[config.mk]
export PLATFORM = sky130hd
export DESIGN_NAME = cache_fill_fsm_flat
export DESIGN_NICKNAME = d
export VERILOG_FILES = /design/src/common/cache_pkg.sv /design/src/common/fill_pkg.sv /design/src/common/cache_array_if.sv /design/src/dcache/cache_fill_fsm.sv /design/src/flat_wrapper.sv
export VERILOG_INCLUDE_DIRS = /design/src /design/src/common
export SDC_FILE = /design/constraint.sdc
export NUM_CORES = 1
export LEC_CHECK = 0
export BUFFER_PORTS_ARGS = -buffer_cell sky130_fd_sc_hd__buf_2
export CAP_MARGIN = 0
export CORE_AREA = 2 2 39 41
export DETAILED_ROUTE_END_ITERATION = 7
export DIE_AREA = 0 0 41 43
export GPL_TIMING_DRIVEN = 1
export PLACE_DENSITY_LB_ADDON = 0.12
export SYNTH_ARGS = -nofsm -noshare
export SYNTH_HDL_FRONTEND = slang
export SYNTH_SLANG_ARGS = --single-unit
[constraint.sdc]
create_clock -name clk -period 3.2 [get_ports clk]
set_input_delay 0.96 -clock clk [delete_from_list [all_inputs] [get_ports clk]]
set_output_delay 0.96 -clock clk [all_outputs]
set_load 0.01 [all_outputs]
[src/common/cache_defs.svh]
/*
 address split and array geometry for the data cache
 widths assume 16-bit word addressing with bit 0 always zero
 tag + index + offset + 1 must equal WORD_W
*/
`ifndef CACHE_DEFS_SVH
`define CACHE_DEFS_SVH

// address fields, msb to lsb
`define TAG_W 5
`define INDEX_W 7
`define OFFSET_W 3 // word offset, byte bit sits below it

// data path width, also the address width
`define WORD_W 16

// direct mapped, one block per set
`define NUM_BLOCKS 128
`define WORDS_PER_BLOCK 8 // 16 byte blocks

`endif

[src/common/cache_pkg.sv]
/*
 cache side types: the address word and one metadata entry
 byte_sel is expected to be zero, byte writes are not supported
*/
`default_nettype none
`include "cache_defs.svh"

package cache_pkg;

	// field view of a processor address
	typedef struct packed {
		logic [`TAG_W-1:0] tag;
		logic [`INDEX_W-1:0] index; // selects the block
		logic [`OFFSET_W-1:0] offset; // word within block
		logic byte_sel; // always 0 from the processor
	} addr_fields_t;

	// raw word goes out on the memory bus, fields feed the arrays
	typedef union packed {
		logic [`WORD_W-1:0] raw;
		addr_fields_t f;
	} cache_addr_t;

	// one entry of the metadata array
	typedef struct packed {
		logic valid; // block holds real data
		logic [1:0] spare; // unused, written as zero
		logic [`TAG_W-1:0] tag;
	} meta_entry_t;

endpackage

`default_nettype wire

[src/common/fill_pkg.sv]
/*
 fill controller types
 the word counter wraps at the block size, so WORDS_PER_BLOCK must be 2**OFFSET_W
*/
`default_nettype none
`include "cache_defs.svh"

package fill_pkg;

	typedef enum logic [1:0] {
		st_idle, // hits and write-through only
		st_fill, // block words coming back from memory
		st_tag, // one cycle, metadata write
		st_wait_release // one cycle, processor consumes the filled word
	} fill_state_t;

	// words requested and received in the current fill
	typedef logic [`OFFSET_W-1:0] word_cnt_t;

endpackage

`default_nettype wire

[src/common/cache_array_if.sv]
/*
 addressing and write strobes shared by the metadata and data arrays
 one index for both arrays, so a fill and its tag write always land in the same set
*/
`timescale 1ns/1ps
`default_nettype none
`include "cache_defs.svh"

interface cache_array_if;

	logic [`INDEX_W-1:0] index; // from current cache address
	logic [`OFFSET_W-1:0] offset; // fill counter or processor offset
	logic data_wr; // data array write strobe
	logic tag_wr; // metadata write strobe
	logic [`WORD_W-1:0] wdata; // reg_in on a hit, mem_data on a fill
	cache_pkg::meta_entry_t meta_wdata; // valid entry with current tag

	// fill controller owns the timing of every write
	modport controller (
		output offset,
		output data_wr,
		output tag_wr
	);

	// top level supplies address and data
	modport dcache (
		output index,
		output wdata,
		output meta_wdata
	);

	modport array (
		input index,
		input offset,
		input data_wr,
		input tag_wr,
		input wdata,
		input meta_wdata
	);

endinterface

`default_nettype wire

[src/dcache/cache_fill_fsm.sv]
/*
 miss handling and write-through for the data cache
 a fill requests the block word by word with read_req held high, then writes the tag
 a fill only starts while ifsm_busy is low; write-throughs are not acknowledged
*/
`timescale 1ns/1ps
`default_nettype none
`include "cache_defs.svh"

module cache_fill_fsm (
	input wire clk,
	input wire reset,
	input wire wrt_en, // processor write, already gated by mem_en
	input wire miss,
	input wire mem_data_vld, // one cycle per returned word
	input wire pause, // instruction fill owns the memory
	input wire [`WORD_W-1:0] addr_in,
	output logic read_req,
	output logic wrt_mem,
	output logic fsm_busy,
	output logic [`WORD_W-1:0] miss_addr,
	cache_array_if.controller arr
);

	fill_pkg::fill_state_t state;
	fill_pkg::fill_state_t state_nxt;
	fill_pkg::word_cnt_t cnt; // current word of the block
	cache_pkg::cache_addr_t cpu_addr;
	cache_pkg::cache_addr_t fill_addr; // block base plus counter
	logic filling;
	logic last_word;
	logic hit_wr; // write hit, a fill always sees a miss

	assign cpu_addr.raw = addr_in;

	always_comb begin
		fill_addr = cpu_addr;
		fill_addr.f.offset = cnt;
		fill_addr.f.byte_sel = 1'b0;
	end

	assign filling = (state == fill_pkg::st_fill);
	assign last_word = (cnt == fill_pkg::word_cnt_t'(`WORDS_PER_BLOCK - 1));

	// next state
	always_comb begin
		state_nxt = state;
		case (state)
			fill_pkg::st_idle: begin
				if (miss && !pause)
					state_nxt = fill_pkg::st_fill;
			end
			fill_pkg::st_fill: begin
				if (mem_data_vld && last_word)
					state_nxt = fill_pkg::st_tag; // eighth word arrives
			end
			fill_pkg::st_tag: state_nxt = fill_pkg::st_wait_release;
			fill_pkg::st_wait_release: state_nxt = fill_pkg::st_idle; // hit path runs here
			default: state_nxt = fill_pkg::st_idle;
		endcase
	end

	always_ff @(posedge clk) begin
		if (reset) begin
			state <= fill_pkg::st_idle;
			cnt <= '0;
		end else begin
			state <= state_nxt;
			if (filling && mem_data_vld)
				cnt <= cnt + 1'b1; // wraps to 0 after the last word
			else if (!filling)
				cnt <= '0;
		end
	end

	// tag state forces a miss upstream, keep it out explicitly anyway
	assign hit_wr = wrt_en && !miss && (state != fill_pkg::st_tag);

	assign read_req = filling; // level, held through stalls
	assign wrt_mem = hit_wr; // write through, same edge as the array
	assign fsm_busy = filling || (state == fill_pkg::st_tag);
	assign miss_addr = filling ? fill_addr.raw : cpu_addr.raw;

	// array side
	assign arr.offset = filling ? cnt : cpu_addr.f.offset;
	assign arr.data_wr = filling ? mem_data_vld : hit_wr;
	assign arr.tag_wr = (state == fill_pkg::st_tag);

	// the tag is only written right after a completed fill
	a_tag_after_fill: assert property (@(posedge clk) disable iff (reset)
		$rose(arr.tag_wr) |-> $past(state) == fill_pkg::st_fill && $past(last_word));

	// memory sees either a fill or a write-through, never both
	a_rd_wr_exclusive: assert property (@(posedge clk) disable iff (reset)
		!(read_req && wrt_mem));

endmodule

`default_nettype wire

[src/flat_wrapper.sv]
// flat-port wrapper written by rule: the top's interface ports become plain ports
module cache_fill_fsm_flat 
  (clk, reset, wrt_en, miss, mem_data_vld, pause, addr_in, read_req, wrt_mem, fsm_busy, miss_addr, arr_offset, arr_data_wr, arr_tag_wr);
  cache_array_if arr_i ();
  input wire clk;
  input wire reset;
  input wire wrt_en;
  input wire miss;
  input wire mem_data_vld;
  input wire pause;
  input wire [`WORD_W-1:0] addr_in;
  output logic read_req;
  output logic wrt_mem;
  output logic fsm_busy;
  output logic [`WORD_W-1:0] miss_addr;
  output wire logic [$bits(arr_i.offset)-1:0] arr_offset;
  output wire logic [$bits(arr_i.data_wr)-1:0] arr_data_wr;
  output wire logic [$bits(arr_i.tag_wr)-1:0] arr_tag_wr;
  assign arr_offset = arr_i.offset;
  assign arr_data_wr = arr_i.data_wr;
  assign arr_tag_wr = arr_i.tag_wr;
  cache_fill_fsm u_core (.clk(clk), .reset(reset), .wrt_en(wrt_en), .miss(miss), .mem_data_vld(mem_data_vld), .pause(pause), .addr_in(addr_in), .read_req(read_req), .wrt_mem(wrt_mem), .fsm_busy(fsm_busy), .miss_addr(miss_addr), .arr(arr_i));
endmodule
==> impl_metrics.toml <==
[yosys]
synth_area_leader_cell = "buf_4"
yosysUniqueCellTypes = 16
synth_seq_cells = 5
syn_nets = 75
synth.area.top_cells = "buf_4 (25%), dfxtp_1 (22%), ha_1 (14%)"
netlist.area_leader.share_pct = 24.9
ys_warn_count = 0
syn_area_sq_um = 453
syn_inst = 48
ys_seq_area_share_pct = 22.1
avgSynthCellArea_sq_um = 9.44

[drt]
drtIter0Drc = 6
drt-total-wl_microns = 825
num_vias = 324
drc = 0
wl_per_cell_microns = 11.1
viasPerCell = 4.38
firstDrtPassIters = 2
ant_nets = 0

[layout]
num-fill-cells = 152
final_cell_mix = "buf_2 (21), ha_1 (5), dfxtp_1 (5)"
final_common_cell = "buf_2"
layout-drive-gt1-share_pct = 50.0
num_antenna_cells = 0
fin_nets = 86
area_growth_pct = 8.56

[timing]
clock.fmax_ghz = 0.392
timing.hold.ws_ns = 0.505
rsz0062_at_grt = "no"
min_period_ns = 2.55
setup_viol = 0
relSlewSlack_pct = 78.9
worst_pin_slew_ns = 0.317
hold_viol = 0
fin_tns_setup_ns = 0
period_share_pct = 79.7
finalMaxSlewViolations = 0
skew_ns = 0.00320

[clock_tree]
clock-root-buffer = "clkbuf_4"
cts_made_buffers = 3
ctsResizeCount = 0
clock-sinks = 5
cts_setup_buffers = 0
cts_tree = "yes"
cts_buffer_depth = 2
postCtsHoldBufs = 0
clkTransAtPathRegs_ns = 0.05
clock_latency_ns = 0.24
cts_max_level = 1

[power_and_ir_drop]
power_mw = 0.385
power_switching_mw = 0.152
switching_share_pct = 39.4
pwr-share-seq_pct = 21.9
power_leakage_nw = 0.254
peakVddDrop_mv = 0.368
power.share.clock_pct = 19.1
p_per_area_nw_per_um2 = 782
internal_power_mw = 0.233
combinationalPowerShare_pct = 59.0

[setup_path]
cp.required_ns = 2.24
reg2reg_to = "u_core.state[0]$_SDFFE_PP0P_"
cp-startpoint = "wrt_en"
crit_path_start_kind = "primary input"
rr_worst_depth = 5
endpoint = "arr_data_wr"
worstSetupEndpointType = "output port"
critPathKind = "in -> out"
worstReg2RegStart = "u_core.state[1]$_SDFFE_PP0P_"
critPathArrivalTime_ns = 1.59
r2r_setup_slack_ns = 1.79
critPathMaxFanout = 2

[placement]
port_buffers = 21
gp_congestion = 0.523
hpwl_microns = 726

[grt]
antenna_found_initial = 0
use_met2_pct = 16.6
grt_busiest_layer = "met2"
grt_max_degree = 9
track_usage_pct = 11.3
met3_usage_pct = 9.42
grt_pass1_vias = 284
grt_pass1_wl_mm = 1.29
grt_overflow_total = 0
grtUsageMet1_pct = 11.4

[floorplanning]
ioPinCount = 46
die_area_sq_um = 1760
start_util_pct = 32.7
coreArea_sq_um = 1380
dieHeight_microns = 43
die_x_microns = 41
num_rows = 14

[hold_path]
hold_path_class = "reg -> reg"

[outcome]
outcome = "completed"

[flow_run]
maxCapViolCount = 0
==> registers in the layout (all words and copies together) (netlist names) <==
signal / count
u_core.cnt: 3
u_core.state: 2
==> power by group through the flow <==
stage               sequential [mW]  combinational (mW)  clock, mW
floorplan                    0.0837               0.193          0
global placement             0.0851               0.234          0
detailed placement           0.0854               0.234          0
CTS                          0.0842               0.234     0.0771
global route                 0.0862               0.254     0.0832
finish                       0.0842               0.227     0.0734
==> stage by stage <==
stage	cell area, sq um	std cells	utilization [%]	setup slack (ns)
floorplan	453	48	-	0.690
CTS	492	74	35.5	0.646
detailed placement	465	70	33.6	0.646
finish	492	74	35.5	0.651
global route	492	74	35.5	0.597
global placement	465	70	33.6	0.656
==> synth_stat cells (all sizes together) <==
cell / n
ha: 5
nor3: 1
dfxtp: 5
nor3b: 1
a21boi: 1
nor2b: 1
buf: 15
a21o: 1
nand2b: 4
mux2i: 3
mux2: 4
xnor2: 1
nor2: 3
a211oi: 1
inv: 2
==> worst min-delay path by stage <==
stage | endpoint | slack [ns] | cells after the start | start
5_1_grt | u_core.state[1]$_SDFFE_PP0P_ | 0.55 | 2 | u_core.state[1]$_SDFFE_PP0P_
3_5_place_dp | u_core.state[1]$_SDFFE_PP0P_ | 0.50 | 2 | u_core.state[1]$_SDFFE_PP0P_
4_1_cts | u_core.state[1]$_SDFFE_PP0P_ | 0.51 | 2 | u_core.state[1]$_SDFFE_PP0P_
3_3_place_gp | u_core.state[1]$_SDFFE_PP0P_ | 0.50 | 2 | u_core.state[1]$_SDFFE_PP0P_
2_1_floorplan | u_core.state[1]$_SDFFE_PP0P_ | 0.47 | 2 | u_core.state[1]$_SDFFE_PP0P_
6_report | u_core.state[1]$_SDFFE_PP0P_ | 0.50 | 2 | u_core.state[1]$_SDFFE_PP0P_
==> kinds of logic after synthesis <==
| logic type | share of synthesized area, % |
|---|---|
| buffers and inverters | 26.5 |
| AND/OR/NAND/NOR | 12.2 |
| multiplexers | 16.6 |
| adder cells (fa/ha/maj) | 13.8 |
| flip-flops | 22.1 |
| AO/OA/AOI/OAI | 6.91 |
| XOR/XNOR | 1.93 |
==> worst max-delay path: stages <==
cell,delay (ns)
buf_2,0.09
nor3b_1,0.13
mux2_1,0.27
buf_2,0.14
==> per-layer routing <==
layer / wire (microns) / up-vias
met3: 116 / 0
li1: - / 164
met5: 0 / -
met4: 0 / 0
met2: 407 / 15
met1: 301 / 145
==> layout make-up <==
class	count	area, sq um	share of cell area [%]
tap	16	20.0	4.07
clock buffer	4	26.3	5.34
timing repair buffer	21	105	21.4
inverter	2	7.51	1.53
multi-input combinational	26	233	47.3
sequential	5	100	20.4
Power figures use the tool's default switching activity.
